--- src/mulPkg.sv ---
`default_nettype none

package mulPkg;

    // ~~~~~~~~~~~~~~~~~~~~~~~~~~~~~~
    // Arithmetic widths
    // ~~~~~~~~~~~~~~~~~~~~~~~~~~~~~~

    // Unsigned operands on both request lanes
    localparam int OperandWidth = 32;

    // Full product, twice the operand width
    localparam int ProductWidth = 64;

    // ~~~~~~~~~~~~~~~~~~~~~~~~~~~~~~
    // Round sequencing
    // ~~~~~~~~~~~~~~~~~~~~~~~~~~~~~~

    // One add/shift pair per multiplier bit
    localparam int Iterations = 32;

    // Holds Iterations-1 down to zero
    localparam int CountWidth = 5;

    // ~~~~~~~~~~~~~~~~~~~~~~~~~~~~~~
    // Control states
    // ~~~~~~~~~~~~~~~~~~~~~~~~~~~~~~

    // LOAD pops the queue, ADD and SHIFT alternate per round,
    // DONE hands the product out for a single cycle
    typedef enum logic [2:0] {
        IDLE,
        LOAD,
        ADD,
        SHIFT,
        DONE
    } mulState;

endpackage

`default_nettype wire

--- src/flowPkg.sv ---
`default_nettype none

package flowPkg;

    // ~~~~~~~~~~~~~~~~~~~~~~~~~~~~~~
    // Request side
    // ~~~~~~~~~~~~~~~~~~~~~~~~~~~~~~

    // Operand pairs held; also the sender's starting credits
    localparam int QueueDepth = 4;
    localparam int QueueAddrWidth = 2;

    // ~~~~~~~~~~~~~~~~~~~~~~~~~~~~~~
    // Result side
    // ~~~~~~~~~~~~~~~~~~~~~~~~~~~~~~

    // Results that may leave before the receiver answers
    localparam int ResultCredits = 2;
    localparam int CreditWidth = 3;

endpackage

`default_nettype wire

--- src/operandQueue.sv ---
`timescale 1ns/100ps
`default_nettype none

module operandQueue (
    input  logic                            clk,
    input  logic                            rst,
    input  logic                            pushValid,
    input  logic [mulPkg::OperandWidth-1:0] pushMultiplicand,
    input  logic [mulPkg::OperandWidth-1:0] pushMultiplier,
    input  logic                            opPop,
    output logic                            opValid,
    output logic [mulPkg::OperandWidth-1:0] opMultiplicand,
    output logic [mulPkg::OperandWidth-1:0] opMultiplier,
    output logic                            reqCredit
);
    import mulPkg::*;
    import flowPkg::*;

    // ~~~~~~~~~~~~~~~~~~~~~~~~~~~~~~
    // Storage
    // ~~~~~~~~~~~~~~~~~~~~~~~~~~~~~~

    logic [OperandWidth-1:0] multiplicandMem [QueueDepth];
    logic [OperandWidth-1:0] multiplierMem [QueueDepth];

    logic [QueueAddrWidth-1:0] writePtr;
    logic [QueueAddrWidth-1:0] readPtr;

    // One extra bit so a full queue is distinguishable from empty
    logic [QueueAddrWidth:0] occupancy;

    always_ff @(posedge clk) begin
        if (pushValid) begin
            multiplicandMem[writePtr] <= pushMultiplicand;
            multiplierMem[writePtr] <= pushMultiplier;
        end
    end

    // ~~~~~~~~~~~~~~~~~~~~~~~~~~~~~~
    // Pointers and occupancy
    // ~~~~~~~~~~~~~~~~~~~~~~~~~~~~~~

    // Sender credits guarantee no push into a full queue
    always_ff @(posedge clk or posedge rst) begin
        if (rst) begin
            writePtr <= '0;
            readPtr <= '0;
            occupancy <= '0;
        end else begin
            if (pushValid) begin
                writePtr <= writePtr + 1'b1;
            end
            if (opPop) begin
                readPtr <= readPtr + 1'b1;
            end
            case ({pushValid, opPop})
                2'b10: occupancy <= occupancy + 1'b1;
                2'b01: occupancy <= occupancy - 1'b1;
                default: occupancy <= occupancy;
            endcase
        end
    end

    // Credit goes back upstream the cycle after each pop
    always_ff @(posedge clk or posedge rst) begin
        if (rst) begin
            reqCredit <= 1'b0;
        end else begin
            reqCredit <= opPop;
        end
    end

    // Head of queue
    assign opValid = (occupancy != '0);
    assign opMultiplicand = multiplicandMem[readPtr];
    assign opMultiplier = multiplierMem[readPtr];

endmodule

`default_nettype wire

--- src/multiplierControl.sv ---
`timescale 1ns/100ps
`default_nettype none

module multiplierControl (
    input  logic clk,
    input  logic rst,
    input  logic opValid,
    input  logic productRightmostBit,
    input  logic resCredit,
    output logic opPop,
    output logic productLoad,
    output logic productWrite,
    output logic productShiftRight,
    output logic resValid
);
    import mulPkg::*;
    import flowPkg::*;

    mulState state;
    mulState nextState;

    logic [CountWidth-1:0] roundCount;
    logic [CreditWidth-1:0] creditCount;

    logic lastRound;
    logic spendCredit;

    assign lastRound = (roundCount == '0);
    assign spendCredit = (state == DONE);

    // ~~~~~~~~~~~~~~~~~~~~~~~~~~~~~~
    // State register
    // ~~~~~~~~~~~~~~~~~~~~~~~~~~~~~~

    always_ff @(posedge clk or posedge rst) begin
        if (rst) begin
            state <= IDLE;
        end else begin
            state <= nextState;
        end
    end

    always_comb begin
        nextState = state;
        case (state)
            IDLE: begin
                // Wait for an operand pair and somewhere to send the result
                if (opValid && (creditCount != '0)) begin
                    nextState = LOAD;
                end
            end
            LOAD: begin
                nextState = ADD;
            end
            ADD: begin
                nextState = SHIFT;
            end
            SHIFT: begin
                if (lastRound) begin
                    nextState = DONE;
                end else begin
                    nextState = ADD;
                end
            end
            DONE: begin
                nextState = IDLE;
            end
            default: begin
                nextState = IDLE;
            end
        endcase
    end

    // ~~~~~~~~~~~~~~~~~~~~~~~~~~~~~~
    // Round counter
    // ~~~~~~~~~~~~~~~~~~~~~~~~~~~~~~

    // Counts down; zero during the final shift
    always_ff @(posedge clk or posedge rst) begin
        if (rst) begin
            roundCount <= '0;
        end else if (state == LOAD) begin
            roundCount <= CountWidth'(Iterations - 1);
        end else if (state == SHIFT) begin
            roundCount <= roundCount - 1'b1;
        end
    end

    // ~~~~~~~~~~~~~~~~~~~~~~~~~~~~~~
    // Result credits
    // ~~~~~~~~~~~~~~~~~~~~~~~~~~~~~~

    always_ff @(posedge clk or posedge rst) begin
        if (rst) begin
            creditCount <= CreditWidth'(ResultCredits);
        end else begin
            case ({spendCredit, resCredit})
                2'b10: creditCount <= creditCount - 1'b1;
                2'b01: creditCount <= creditCount + 1'b1;
                default: creditCount <= creditCount;
            endcase
        end
    end

    // Result strobe follows DONE by one cycle, product is stable by then
    always_ff @(posedge clk or posedge rst) begin
        if (rst) begin
            resValid <= 1'b0;
        end else begin
            resValid <= (state == DONE);
        end
    end

    // Datapath and queue commands
    assign opPop = (state == LOAD);
    assign productLoad = (state == LOAD);
    assign productWrite = (state == ADD) && productRightmostBit;
    assign productShiftRight = (state == SHIFT);

endmodule

`default_nettype wire

--- src/multiplierDatapath.sv ---
`timescale 1ns/100ps
`default_nettype none

module multiplierDatapath (
    input  logic                            clk,
    input  logic                            rst,
    input  logic [mulPkg::OperandWidth-1:0] opMultiplicand,
    input  logic [mulPkg::OperandWidth-1:0] opMultiplier,
    input  logic                            productLoad,
    input  logic                            productWrite,
    input  logic                            productShiftRight,
    output logic                            productRightmostBit,
    output logic [mulPkg::ProductWidth-1:0] product
);
    import mulPkg::*;

    logic [OperandWidth-1:0] multiplicand;

    // Top bit holds the adder carry until the next shift
    logic [ProductWidth:0] productReg;

    logic [OperandWidth:0] upperSum;

    // ~~~~~~~~~~~~~~~~~~~~~~~~~~~~~~
    // Multiplicand
    // ~~~~~~~~~~~~~~~~~~~~~~~~~~~~~~

    always_ff @(posedge clk) begin
        if (productLoad) begin
            multiplicand <= opMultiplicand;
        end
    end

    // ~~~~~~~~~~~~~~~~~~~~~~~~~~~~~~
    // Adder
    // ~~~~~~~~~~~~~~~~~~~~~~~~~~~~~~

    // 33 bits wide so the carry lands in productReg[ProductWidth]
    assign upperSum = {1'b0, productReg[ProductWidth-1:OperandWidth]} + {1'b0, multiplicand};

    // ~~~~~~~~~~~~~~~~~~~~~~~~~~~~~~
    // Product register
    // ~~~~~~~~~~~~~~~~~~~~~~~~~~~~~~

    always_ff @(posedge clk or posedge rst) begin
        if (rst) begin
            productReg <= '0;
        end else if (productLoad) begin
            // Multiplier in the low half, upper half and carry cleared
            productReg <= {{(OperandWidth + 1){1'b0}}, opMultiplier};
        end else if (productWrite) begin
            productReg[ProductWidth:OperandWidth] <= upperSum;
        end else if (productShiftRight) begin
            productReg <= productReg >> 1;
        end
    end

    assign productRightmostBit = productReg[0];
    assign product = productReg[ProductWidth-1:0];

endmodule

`default_nettype wire

--- src/multiplierUnit.sv ---
`timescale 1ns/100ps
`default_nettype none

module multiplierUnit (
    input  logic                            clk,
    input  logic                            rst,
    input  logic                            reqValid,
    input  logic [mulPkg::OperandWidth-1:0] reqMultiplicand,
    input  logic [mulPkg::OperandWidth-1:0] reqMultiplier,
    input  logic                            resCredit,
    output logic                            reqCredit,
    output logic                            resValid,
    output logic [mulPkg::ProductWidth-1:0] resProduct
);
    import mulPkg::*;

    // ~~~~~~~~~~~~~~~~~~~~~~~~~~~~~~
    // Internal wiring
    // ~~~~~~~~~~~~~~~~~~~~~~~~~~~~~~

    // Queue head
    logic                    opValid;
    logic                    opPop;
    logic [OperandWidth-1:0] opMultiplicand;
    logic [OperandWidth-1:0] opMultiplier;

    // Control to datapath
    logic productLoad;
    logic productWrite;
    logic productShiftRight;
    logic productRightmostBit;

    // ~~~~~~~~~~~~~~~~~~~~~~~~~~~~~~
    // Blocks
    // ~~~~~~~~~~~~~~~~~~~~~~~~~~~~~~

    operandQueue queue (
        .clk              (clk),
        .rst              (rst),
        .pushValid        (reqValid),
        .pushMultiplicand (reqMultiplicand),
        .pushMultiplier   (reqMultiplier),
        .opPop            (opPop),
        .opValid          (opValid),
        .opMultiplicand   (opMultiplicand),
        .opMultiplier     (opMultiplier),
        .reqCredit        (reqCredit)
    );

    multiplierControl control (
        .clk                 (clk),
        .rst                 (rst),
        .opValid             (opValid),
        .productRightmostBit (productRightmostBit),
        .resCredit           (resCredit),
        .opPop               (opPop),
        .productLoad         (productLoad),
        .productWrite        (productWrite),
        .productShiftRight   (productShiftRight),
        .resValid            (resValid)
    );

    // Product output doubles as the result payload
    multiplierDatapath datapath (
        .clk                 (clk),
        .rst                 (rst),
        .opMultiplicand      (opMultiplicand),
        .opMultiplier        (opMultiplier),
        .productLoad         (productLoad),
        .productWrite        (productWrite),
        .productShiftRight   (productShiftRight),
        .productRightmostBit (productRightmostBit),
        .product             (resProduct)
    );

endmodule

`default_nettype wire

--- config.mk ---
export PLATFORM = sky130hd
export DESIGN_NAME = multiplierUnit
export DESIGN_NICKNAME = d
export VERILOG_FILES = /design/src/mulPkg.sv /design/src/flowPkg.sv /design/src/operandQueue.sv /design/src/multiplierControl.sv /design/src/multiplierDatapath.sv /design/src/multiplierUnit.sv
export SDC_FILE = /design/constraint.sdc
export NUM_CORES = 1
export LEC_CHECK = 0
export ABC_AREA = 1
export ABC_CLOCK_PERIOD_IN_PS = 3900
export BUFFER_PORTS_ARGS = -buffer_cell sky130_fd_sc_hd__clkbuf_2
export CORE_ASPECT_RATIO = 0.8
export CORE_UTILIZATION = 24
export CTS_CLUSTER_SIZE = 14
export DETAILED_ROUTE_END_ITERATION = 8
export GPL_TIMING_DRIVEN = 0
export HOLD_SLACK_MARGIN = 0.12
export PLACE_DENSITY = 0.5
export SETUP_SLACK_MARGIN = 0.1
export SLEW_MARGIN = 20
export SYNTH_ARGS = -nofsm -noshare
export SYNTH_HDL_FRONTEND = slang
export SYNTH_SLANG_ARGS = --single-unit
--- constraint.sdc ---
create_clock -name clk -period 3.9 [get_ports clk]
set_input_delay 0.39 -clock clk [delete_from_list [all_inputs] [get_ports clk]]
set_output_delay 0.39 -clock clk [all_outputs]
set_load 0.05 [all_outputs]
Yosys cells after proc, flatten, opt, wreduce, memory -nomap -nowiden
Memory sizes are Yosys's and may differ from the RTL's. A register that Yosys moved wholly into a read port is not among the register bits. Index checks and enable logic that the tools add are counted.

Bits in registers: 85. Bits in latches: 0. Bits in writable memories: 256. Bits in read-only memories: 0. Input bits: 68. Output and inout bits: 66. Word-level logic and storage cells: 54. Memories: 2.

Memories: queue.multiplicandMem (depth 4, width 32, rd ports 1, clocked after Yosys merged registers in 1, wr ports 1, line operandQueue.sv:23) `logic [OperandWidth-1:0] multiplicandMem [QueueDepth];`; queue.multiplierMem (depth 4, width 32, rd ports 1, clocked after Yosys merged registers in 0, wr ports 1, line operandQueue.sv:24) `logic [OperandWidth-1:0] multiplierMem [QueueDepth];`.

Add/sub/neg operators: 8. Multipliers: 0. Divide/modulo/power cells: 0. Order comparisons: 0. Equality and inequality tests: 10. Shifts and indexed selects: 0. Multiplexer cells: 13. Bitwise gates (word level): 0. Reductions and logical operators: 11.

Operators by type and width (number): $mux 65 (2); $add 32x32->33 (1); $mux 33 (1); $mux 32 (1); $pmux 3 s2 (2); $pmux 3 s4 (1); $mux 5 (2); $reduce_bool 3->1 (3); $add 3x1->3 const B (2); $eq 3x2->1 const B (2); $mux 3 (2); $reduce_bool 2->1 (3); $sub 3x1->3 const B (2); $logic_not 5->1 (1); $sub 5x1->5 const B (1); $add 2x1->2 const B (2); $eq 2x1->1 const B (2); $eq 2x2->1 const B (2); $eq 3x1->1 const B (1); $eq 3x3->1 const B (1); $logic_not 3->1 (1); $logic_and 1x1->1 (2); $mux 1 (2); $ne 2x1->1 const B (1); 2 further kinds (2).

Depth between registers and ports, before layout
Gate-level depths: netlist of the first run.

Word-level depth: 4. Mapped depth: 14.

Hierarchy
Synthesis of the first run repeated with hierarchy kept, for this count alone.

Cell total of the unflattened synthesis: 1865. Area total of the unflattened synthesis: 18437.7 µm².

Modules (own cells, without submodules): operandQueue (instances 1, cells an instance 797, area an instance 10869.2 µm², seq. area each 7887.6 µm²); multiplierDatapath (instances 1, cells an instance 991, area an instance 6925.4 µm², seq. area each 2587.5 µm²); multiplierControl (instances 1, cells an instance 77, area an instance 643.1 µm², seq. area each 301.5 µm²).

Worst setup path before layout of the first run
OpenSTA, ideal clock, no wires.

Kind: register to register. From: register control.state[0]. To: register queue.occupancy[2]. Setup time: 124 ps. Data arrival time: 2418 ps. Required time: 3776 ps. Path slack: 1357 ps. Stages on the path, launching flop included: 12. Clock period less this slack: 2543 ps. Cell sequence: dfrtp_1 > inv_1 > nor2_4 > inv_1 > nor2_1 > buf_2 > ha_1 > inv_1 > fa_1 > a21oi_1 > o21ai_0 > xnor2_1.

Longest elaborated chain between the ends: 3. Elaborated cells between the ends (all ways): 5. Classes of those cells: eq/ne: 3; mux: 1; reduce/logical: 1.

RTL lines: start, declared (line multiplierControl.sv:19) `mulState state;`; start signal, assigned (line multiplierControl.sv:39) `state <= nextState;`; $eq 3x1->1 * (line multiplierControl.sv:115) `assign opPop = (state == LOAD);`; net control.opPop (line multiplierControl.sv:10) `output logic opPop,`; $eq 2x1->1 or $eq 2x2->1 (tied branches) (line operandQueue.sv:56) `case ({pushValid, opPop})`; $pmux 3 s2 or $reduce_bool 2->1 (tied branches); end signal, assigned (line operandQueue.sv:57) `2'b10: occupancy <= occupancy + 1'b1;`; end signal, assigned (line operandQueue.sv:58) `2'b01: occupancy <= occupancy - 1'b1;`; end signal, assigned (line operandQueue.sv:59) `default: occupancy <= occupancy;`; end, declared (line operandQueue.sv:30) `logic [QueueAddrWidth:0] occupancy;`.

Mark *: on every way through the listed nets, which the timed path passes. The rest lies on a longest branch. A chain may end at the register's enable or synchronous reset.

Worst setup path in the final report of the first run
Ends and elaborated chain as after synthesis.

==> results of run 1 <==
[final timing paths]
check,from,endpoint,slack [ps]
setup / recovery,control.state[0],queue.occupancy[2],940
hold / removal,reqValid,queue.writePtr[1],180
setup reg to reg,control.state[0],queue.occupancy[2],940
hold reg to reg,queue.occupancy[0],queue.occupancy[0],480
max in group asynchronous,rst,control.creditCount[1],2890
min in group asynchronous,rst,queue.reqCredit,330
[layer usage]
metal,track usage,vias up,share of wire
met5,0,-,0.0021
met3,0.0274,83,0.060
met4,0.0405,16,0.025
met1,0.191,6012,0.48
met2,0.209,294,0.44
li1,-,6111,-
[final cells by class]
cell class,instances,area (um^2)
fillers,7228,49300
clock buffers,56,1160
plain buffers,130,782
diodes,3,7.51
clock inverters,23,332
well taps,934,1170
flip-flops and latches,373,10800
multi-input cells,981,4910
inverters,192,736
repair buffers,202,1450
[registers in the layout, indices dropped and copies added (netlist names)]
signal / count
control.state: 3
queue.readPtr: 2
datapath.productReg: 65
queue.writePtr: 2
queue.occupancy: 3
control.roundCount: 5
control.creditCount: 3
queue.multiplicandMem: 128
control.resValid: 1
queue.multiplierMem: 128
queue.reqCredit: 1
datapath.multiplicand: 32
[worst max-delay path: cells and delay by family (launching register included)]
family,cells,cell delay (ps)
compound gates,2,260
flops,1,450
buf+inv,4,870
fa+ha+maj,2,640
xor+xnor,1,140
simple gates,2,450
[cells in the mapped netlist, types with 2 or more instances]
cell type,count
o21bai_1,2
o21ai_0,165
nand2_1,334
clkbuf_1,41
o221ai_1,32
edfxtp_1,288
nand3b_1,2
inv_1,190
ha_1,40
xnor2_1,6
nand3_1,44
o22ai_1,66
o211ai_1,2
xor2_1,14
nand4_1,2
buf_6,2
fa_1,3
nor3_1,4
buf_2,19
nor2_1,219
o21ai_1,2
and2_1,4
a21oi_1,30
inv_2,2
buf_4,67
dfrtp_1,84
[what timing repair did]
item	4_1_cts	5_1_grt
gates resized for setup	0	0
hold endpoints to repair	276	0
setup buffers	0	0
hold buffers	65	0
[cell families (layout without fill, tap and decap cells)]
| family | after synthesis | count (layout) | synth area share |
|---|---|---|---|
| fa+ha+maj | 43 | 43 | 0.0326 |
| mux | 1 | 1 | 0.000655 |
| simple gates | 613 | 613 | 0.140 |
| buf+inv | 322 | 603 | 0.0873 |
| flops | 373 | 373 | 0.627 |
| compound gates | 304 | 304 | 0.102 |
| other cells | 0 | 3 | 0 |
| xor+xnor | 20 | 20 | 0.0102 |
[power by group]
group          switching (W)  internal, W
clock network        0.00165      0.00257
registers           0.000481      0.00538
logic                0.00518      0.00223
[stage by stage]
step	setup WS [ps]	cells	total power (W)
floorplan	1320	1676	0.0110
global placement	-365	2742	0.0132
detailed placement	907	2747	0.0133
CTS	890	2891	0.0176
global route	697	2893	0.0186
finish	942	2894	0.0175
==> impl_metrics.toml, run 1 <==
[critical_path]
end_kind = "register"
cp_cell_sequence = "inv_1 -> nor2_4 -> inv_1 -> nor2_1 -> buf_4 -> ha_1 -> inv_1 -> fa_1 -> a21oi_1 -> o21ai_0 -> xnor2_1"
crit_top_cell = "inv_1"
startpoint_type = "register"
rr_worst_depth = 11
slowest_stage = "buf_4"
slowest_delay_ps = 550
critPathMaxFanout = 43
required_ps = 4350
arrival_ps = 3400
crit_type = "reg2reg"

[synth]
synthArstFlopShare = 0.228
synth-seq-cells = 373
netlist_instances = 1676
syn_area_per_cell_um2 = 10.3
synth_cell_types = 38
ys_seq_area_frac = 0.627
synth_area_um2 = 17200
ys.flop_type = "edfxtp_1"
yosys-top-cells-area = "edfxtp_1, dfrtp_1, nand2_1"
synth-edff-count = 288
synth_top_cell_area_share = 0.503
yosysTopAreaCell = "edfxtp_1"
ys_warn_count = 0
synth.net_count = 1787

[clocking]
clk_latency_ps = 580
cts_buffer_depth = 3
cts-root-buf = "clkbuf_16"
numCtsBuffers = 43
cts_tree = "built"
clock-sinks = 373
path_clk_slew_ps = 60
h-tree-depth = 2

[global_routing]
gr-total-overflow = 0
grt_pass1_vias = 12400
grt_max_degree = 66
antenna_found_initial = 11
grt_pass1_wl_mm = 74.6
grt_usage = 0.136

[sta]
worst_clock_skew_ps = 26.5
final.min_clock_period_ps = 2960
tightest_slew_ps = 769
tns_ps = 0
clock.fmax_mhz = 338
min_period_over_period = 0.758
hold_ws_ps = 185
maxSlewViolCount = 0
relSlewSlack = 0.488
finalHoldViolCount = 0
setup_viol = 0
rsz0062_at_grt = "no"

[floorplanning]
die_x_um = 301
die_area_um2 = 72700
num_io_pins = 134
core-area_um2 = 70600
rows = 87
fp.dieH_um = 241
start_util = 0.243

[layout]
syn2layout_area_growth_pct = 24.0
fin_nets = 2034
drive_gt1_frac = 0.155
layout_commonest_cell = "nand2_1"
post-route-util = 0.302
final_cell_mix = "nand2_1, edfxtp_1, nor2_1, inv_1, o21ai_0"
fin_area_um2 = 21300

[flow_run]
drv_cap = 0

[outcome]
status = "complete, but fails checks"
violations = "design-rule violations"

[power_and_ir_drop]
p_leak_nw = 8.77
vdd_drop_max_mv = 0.376
p_per_area_nw_per_um2 = 820

[routing]
postRouteAntennaNets = 0
drt_wl_total_mm = 49.3
routedWlPerCell_um = 17.0
dr.pass1.iters = 8
drc = 28
drtIter0Drc = 881
viasPerCell = 4.32
via_count = 12500

[place]
place_area_um2 = 19200
hpwl_mm = 35.1
gp_congestion = 0.904
port_buffers = 132

[worst_hold_path]
min_path_type = "in2reg"
hold_depth = 3
(Power assumes the default switching activity.)
==> run 2: changes to the inputs <==
--- a/config.mk
+++ b/config.mk
@@ -5,8 +5,8 @@
 export SDC_FILE = /design/constraint.sdc
 export NUM_CORES = 1
 export LEC_CHECK = 0
-export ABC_AREA = 1
-export ABC_CLOCK_PERIOD_IN_PS = 3900
+export ABC_AREA = 0
+export ABC_CLOCK_PERIOD_IN_PS = 2500
 export BUFFER_PORTS_ARGS = -buffer_cell sky130_fd_sc_hd__clkbuf_2
 export CORE_ASPECT_RATIO = 0.8
 export CORE_UTILIZATION = 24
@@ -14,7 +14,7 @@
 export DETAILED_ROUTE_END_ITERATION = 8
 export GPL_TIMING_DRIVEN = 0
 export HOLD_SLACK_MARGIN = 0.12
-export PLACE_DENSITY = 0.5
+export PLACE_DENSITY = 0.51
 export SETUP_SLACK_MARGIN = 0.1
 export SLEW_MARGIN = 20
 export SYNTH_ARGS = -nofsm -noshare
==> constraint.sdc (replaced) <==
create_clock -name clk -period 2.5 [get_ports clk]
set_input_delay 0.25 -clock clk [delete_from_list [all_inputs] [get_ports clk]]
set_output_delay 0.25 -clock clk [all_outputs]
set_load 0.05 [all_outputs]
==> impl_metrics.toml, run 2 <==
[outcome]
status = "completed"

[global_routing]
gr-total-overflow = 0
antenna_found_initial = 3
grt_pass1_wl_mm = 64.0
grt_pass1_vias = 10300
grt_max_degree = 40
grt_usage = 0.121

[synth]
synth.net_count = 1165
synth_top_family_by_area = "multiplexers"
yosys.area_share.simple = 0.0499
synthMuxAreaShare = 0.111
ys_warn_count = 0
syn_area_per_cell_um2 = 15.6
synth-seq-cells = 373
synth-edff-count = 288
yosys-top-cells-area = "edfxtp_1, dfrtp_1, mux4_2"
synth_area_um2 = 16500
ys.flop_type = "edfxtp_1"
synthArstFlopShare = 0.228
synth_cell_types = 78
netlist_instances = 1054
synth_most_common_cell = "edfxtp_1"
synthTopCellsByCount = "edfxtp_1, dfrtp_1, nand2_1"
synth-xor-area-share = 0.0160
ys_seq_area_frac = 0.655
synth_top_cell_area_share = 0.525
synthAdderAreaFrac = 0.0341
yosysTopAreaCell = "edfxtp_1"
synth-compound-area-share = 0.0878

[power_and_ir_drop]
p_leak_nw = 8.02
p_per_area_nw_per_um2 = 1260
vdd_drop_max_mv = 0.549

[floorplanning]
start_util = 0.244
die_x_um = 295
core-area_um2 = 67500
rows = 85
fp.dieH_um = 236
num_io_pins = 134
die_area_um2 = 69700

[place]
dp_slack_ps = -234
port_buffers = 133
hpwl_mm = 29.0
gp_congestion = 0.858

[layout]
final_cell_mix = "edfxtp_1, clkbuf_2, buf_4, dfrtp_1"
largestRegisters = "queue.multiplicandMem (128), queue.multiplierMem (128), datapath.productReg (65)"
fin_nets = 1439
multi_input_area_um2 = 5200
post-route-util = 0.311
syn2layout_area_growth_pct = 27.8
drive_gt1_frac = 0.331
nFillCells = 6688
layout_commonest_cell = "edfxtp_1"
seq_area_um2 = 10800

[clocking]
clk_latency_ps = 560
h-tree-depth = 2
clock-sinks = 373
numCtsBuffers = 43
path_clk_slew_ps = 70
cts_tree = "built"
cts-root-buf = "clkbuf_16"
cts_buffer_depth = 3

[critical_path]
cp_cell_sequence = "ha_4 -> nand2_1 -> o21bai_1 -> a31oi_1 -> o211ai_1 -> a32oi_2 -> xor2_1 -> o21ai_1"
startpoint_type = "register"
slowest_delay_ps = 470
required_ps = 2910
crit_type = "reg2reg"
end_kind = "register"
slowest_stage = "dfrtp_1"
r2r_slack_ps = 140
critPathMaxFanout = 6
arrival_ps = 2770

[sta]
setup_viol = 0
clock.fmax_mhz = 424
relSlewSlack = 0.423
rsz0062_at_grt = "yes"
final.min_clock_period_ps = 2360
tightest_slew_ps = 866
min_period_over_period = 0.943
worst_clock_skew_ps = 16.6
hold_ws_ps = 171
worst_slack_ps = 142
maxSlewViolCount = 0
finalHoldViolCount = 0

[routing]
drc = 0
routedWlPerCell_um = 18.4
drt_wl_total_mm = 41.9
postRouteAntennaNets = 0
viasPerCell = 4.35
drtIter0Drc = 481
dr.pass1.iters = 5
via_count = 9907

[flow_run]
drv_cap = 0

[worst_hold_path]
min_path_type = "in2async"
run 2: cell count changes after synthesis, sizes merged, moves of 38 or more:
cell | before | now
mux2i | 0 | 38
mux4 | 0 | 64
nor2 | 220 | 21
nand2 | 335 | 68
o22ai | 66 | 3
o21ai | 167 | 76
inv | 192 | 18
run 2: critical path, delay by kind of cell, from the launching register on:
kind            cells  cell delay (ps)
compound gates      5             1060
flops               1              470
fa+ha+maj           1              330
xor+xnor            1              210
simple gates        1              130
run 2: cell families after synthesis:
kind of cell | Yosys count
mux | 103
fa+ha+maj | 43
buf+inv | 131
compound gates | 210
simple gates | 164
xor+xnor | 30
flops | 373
run 2: final timing paths:
check	from	end	depth (start not counted)
max	datapath.productReg[42]	datapath.productReg[59]	8
min	rst	queue.writePtr[0]	3
max reg2reg	datapath.productReg[42]	datapath.productReg[59]	8
min reg2reg	control.creditCount[2]	control.creditCount[2]	1
max in group asynchronous	rst	datapath.productReg[33]	5
min in group clk	reqMultiplicand[18]	queue.multiplicandMem[0][18]	2
run 2: cell type report:
cell class | instances | share of cell area
plain buffers | 112 | 0.0349
inverters | 18 | 0.00339
clock buffers | 52 | 0.0542
flip-flops and latches | 373 | 0.513
diodes | 2 | 0.000238
clock inverters | 25 | 0.0111
multi-input cells | 550 | 0.247
well taps | 913 | 0.0543
repair buffers | 230 | 0.0819
run 2: power breakdown:
part	internal, W	switching, W	leakage, nW
registers	0.00837	0.000826	3.71
clock network	0.00366	0.00250	0.668
logic	0.00450	0.00671	3.64
total	0.0165	0.0100	8.02
run 2: per-stage QoR:
stage | power (W) | setup TNS (ps) | cells | cell area (um^2)
finish | 0.0266 | 0 | 2275 | 21000
global route | 0.0281 | 0 | 2275 | 21000
CTS | 0.0265 | 0 | 2260 | 20700
detailed placement | 0.0199 | -1210 | 2109 | 18500
global placement | 0.0196 | -67930 | 2100 | 18300
floorplan | 0.0168 | 0 | 1054 | 16500
run 2: what timing repair did:
action | CTS | global route
endpoints found under the hold margin | 344 | 0
pin swaps | 7 | 25
hold buffers | 67 | 0
endpoints found under the setup margin | 56 | 51
buffers inserted | 7 | 14
gates resized for setup | 27 | 60
run 2: metal layers:
layer	track usage	part of all wire	routed length [um]	up-vias
li1	-	-	-	4602
met5	0	0.00019	8	-
met4	0.0283	0.017	732	2
met3	0.0257	0.048	2020	56
met2	0.194	0.47	19800	197
met1	0.167	0.46	19300	5050
==> run 3: changes to the inputs <==
--- a/config.mk
+++ b/config.mk
@@ -15,6 +15,7 @@
 export GPL_TIMING_DRIVEN = 0
 export HOLD_SLACK_MARGIN = 0.12
 export PLACE_DENSITY = 0.51
+export REMOVE_ABC_BUFFERS = 1
 export SETUP_SLACK_MARGIN = 0.1
 export SLEW_MARGIN = 20
 export SYNTH_ARGS = -nofsm -noshare
==> impl_metrics.toml, run 3 (synthesis results as in run 2) <==
[outcome]
status = "completed"

[sta]
maxSlewViolCount = 0
clock.fmax_mhz = 419
setup_viol = 0
worst_clock_skew_ps = 18.9
worst_slack_ps = 112
min_period_over_period = 0.955
final.min_clock_period_ps = 2390
finalHoldViolCount = 0
tightest_slew_ps = 892
rsz0062_at_grt = "yes"
relSlewSlack = 0.404

[layout]
drive_gt1_frac = 0.314
final_cell_mix = "edfxtp_1, clkbuf_2, dfrtp_1, nand2_1, dlygate4sd3_1"
multi_input_area_um2 = 5350
nFillCells = 6732
seq_area_um2 = 10800
fin_cells = 2187
largestRegisters = "queue.multiplicandMem (128), queue.multiplierMem (128), datapath.productReg (65)"
syn2layout_area_growth_pct = 25.8
layout_commonest_cell = "edfxtp_1"
fin_nets = 1348

[clocking]
numCtsBuffers = 44
cts_buffer_depth = 3
clk_latency_ps = 570
path_clk_slew_ps = 60
clock-sinks = 373
cts-root-buf = "clkbuf_16"
cts_tree = "built"
h-tree-depth = 2

[floorplanning]
die_area_um2 = 69700
core-area_um2 = 67500
fp.dieH_um = 236
num_io_pins = 134
die_x_um = 295
start_util = 0.244
rows = 85

[routing]
drc = 0
viasPerCell = 4.32
drt_wl_total_mm = 39.5
dr.pass1.iters = 6
postRouteAntennaNets = 0
routedWlPerCell_um = 18.0
drtIter0Drc = 611
via_count = 9447

[global_routing]
grt_pass1_wl_mm = 60.2
grt_pass1_vias = 9944
grt_usage = 0.114
grt_max_degree = 65
antenna_found_initial = 3
gr-total-overflow = 0

[place]
gp_congestion = 0.841
placed_cells = 2004
hpwl_mm = 26.3
dp_slack_ps = -339
port_buffers = 133

[critical_path]
r2r_slack_ps = 110
cp_cell_sequence = "ha_1 -> a21oi_4 -> o21a_1 -> a31oi_2 -> nand4_1 -> o21ai_2 -> mux2i_1 -> a311oi_2"
arrival_ps = 2810
r2r-start = "datapath.productReg[50]"
slowest_delay_ps = 520
startpoint_type = "register"
r2r_end = "datapath.productReg[61]"
rr_worst_depth = 8
required_ps = 2920
crit_type = "reg2reg"
slowest_stage = "ha_1"
critPathMaxFanout = 7
end_kind = "register"

[power_and_ir_drop]
power_w = 0.0261
vdd_drop_max_mv = 0.761
p_leak_nw = 7.70
p_per_area_nw_per_um2 = 1260

[flow_run]
drv_cap = 0

[worst_hold_path]
min_path_type = "in2async"
-- run 3: worst max path at each step --
stage / slack [ps] / cells past startpoint / to / start
final: 110 / 8 / datapath.productReg[61] / datapath.productReg[50]
after global routing: 10 / 11 / datapath.productReg[39] / datapath.multiplicand[1]
after detailed placement: -340 / 9 / datapath.productReg[62] / datapath.productReg[32]
after floorplan: -2080 / 5 / datapath.productReg[60] / control.state[2]
after global placement: -5930 / 5 / datapath.productReg[51] / control.state[2]
after CTS: 70 / 9 / datapath.productReg[62] / datapath.multiplicand[0]
-- run 3: layer usage --
layer / part of all wire / up-vias / GRT usage / wire length [um]
met4: 0.026 / 2 / 0.0395 / 1050
met2: 0.49 / 178 / 0.193 / 19400
met5: 0.00033 / - / 0 / 13
met3: 0.042 / 63 / 0.0215 / 1670
met1: 0.44 / 4773 / 0.145 / 17300
li1: - / 4431 / - / -
-- run 3: report_power, final --
part	leakage [nW]	internal, W	switching, W	total [W]
Clock	0.677	0.00351	0.00256	0.00607
Combinational	3.31	0.00429	0.00630	0.0106
Sequential	3.71	0.00838	0.00105	0.00943
-- run 3: per-stage QoR --
| stage | instance area, um^2 | hold slack [ps] | setup TNS, ps | util |
|---|---|---|---|---|
| floorplan | 15800 | 337 | -180440 | - |
| finish | 20700 | 282 | 0 | 0.307 |
| CTS | 20400 | 268 | 0 | 0.302 |
| global placement | 17600 | 448 | -1082140 | 0.260 |
| detailed placement | 18000 | 333 | -2390 | 0.267 |
| global route | 20700 | 309 | 0 | 0.307 |
-- run 3: what timing repair did --
action                                  in CTS  in global routing
gates resized for setup                     32                 39
hold buffers                                67                  0
hold endpoints to repair                   303                  0
endpoints found under the setup margin      25                 31
pin swaps                                   16                 27
buffers inserted                            23                 10
-- run 3: final cells by class --
type                       instances  area share
antenna                            2    0.000242
multi-input combinational        550       0.259
tap                              913      0.0552
timing repair buffer             250      0.0942
clock buffer                      62      0.0604
clock inverter                    19     0.00683
sequential                       373       0.521
inverter                          18     0.00350
-- run 3: critical path: cells and delay by family (launching register included) --
| kind | cells | cell delay [ps] |
|---|---|---|
| DFF | 1 | 420 |
| adders and majority gates | 1 | 520 |
| and+or+nand+nor | 1 | 180 |
| muxes | 1 | 230 |
| AOI/OAI and AO/OA | 5 | 890 |
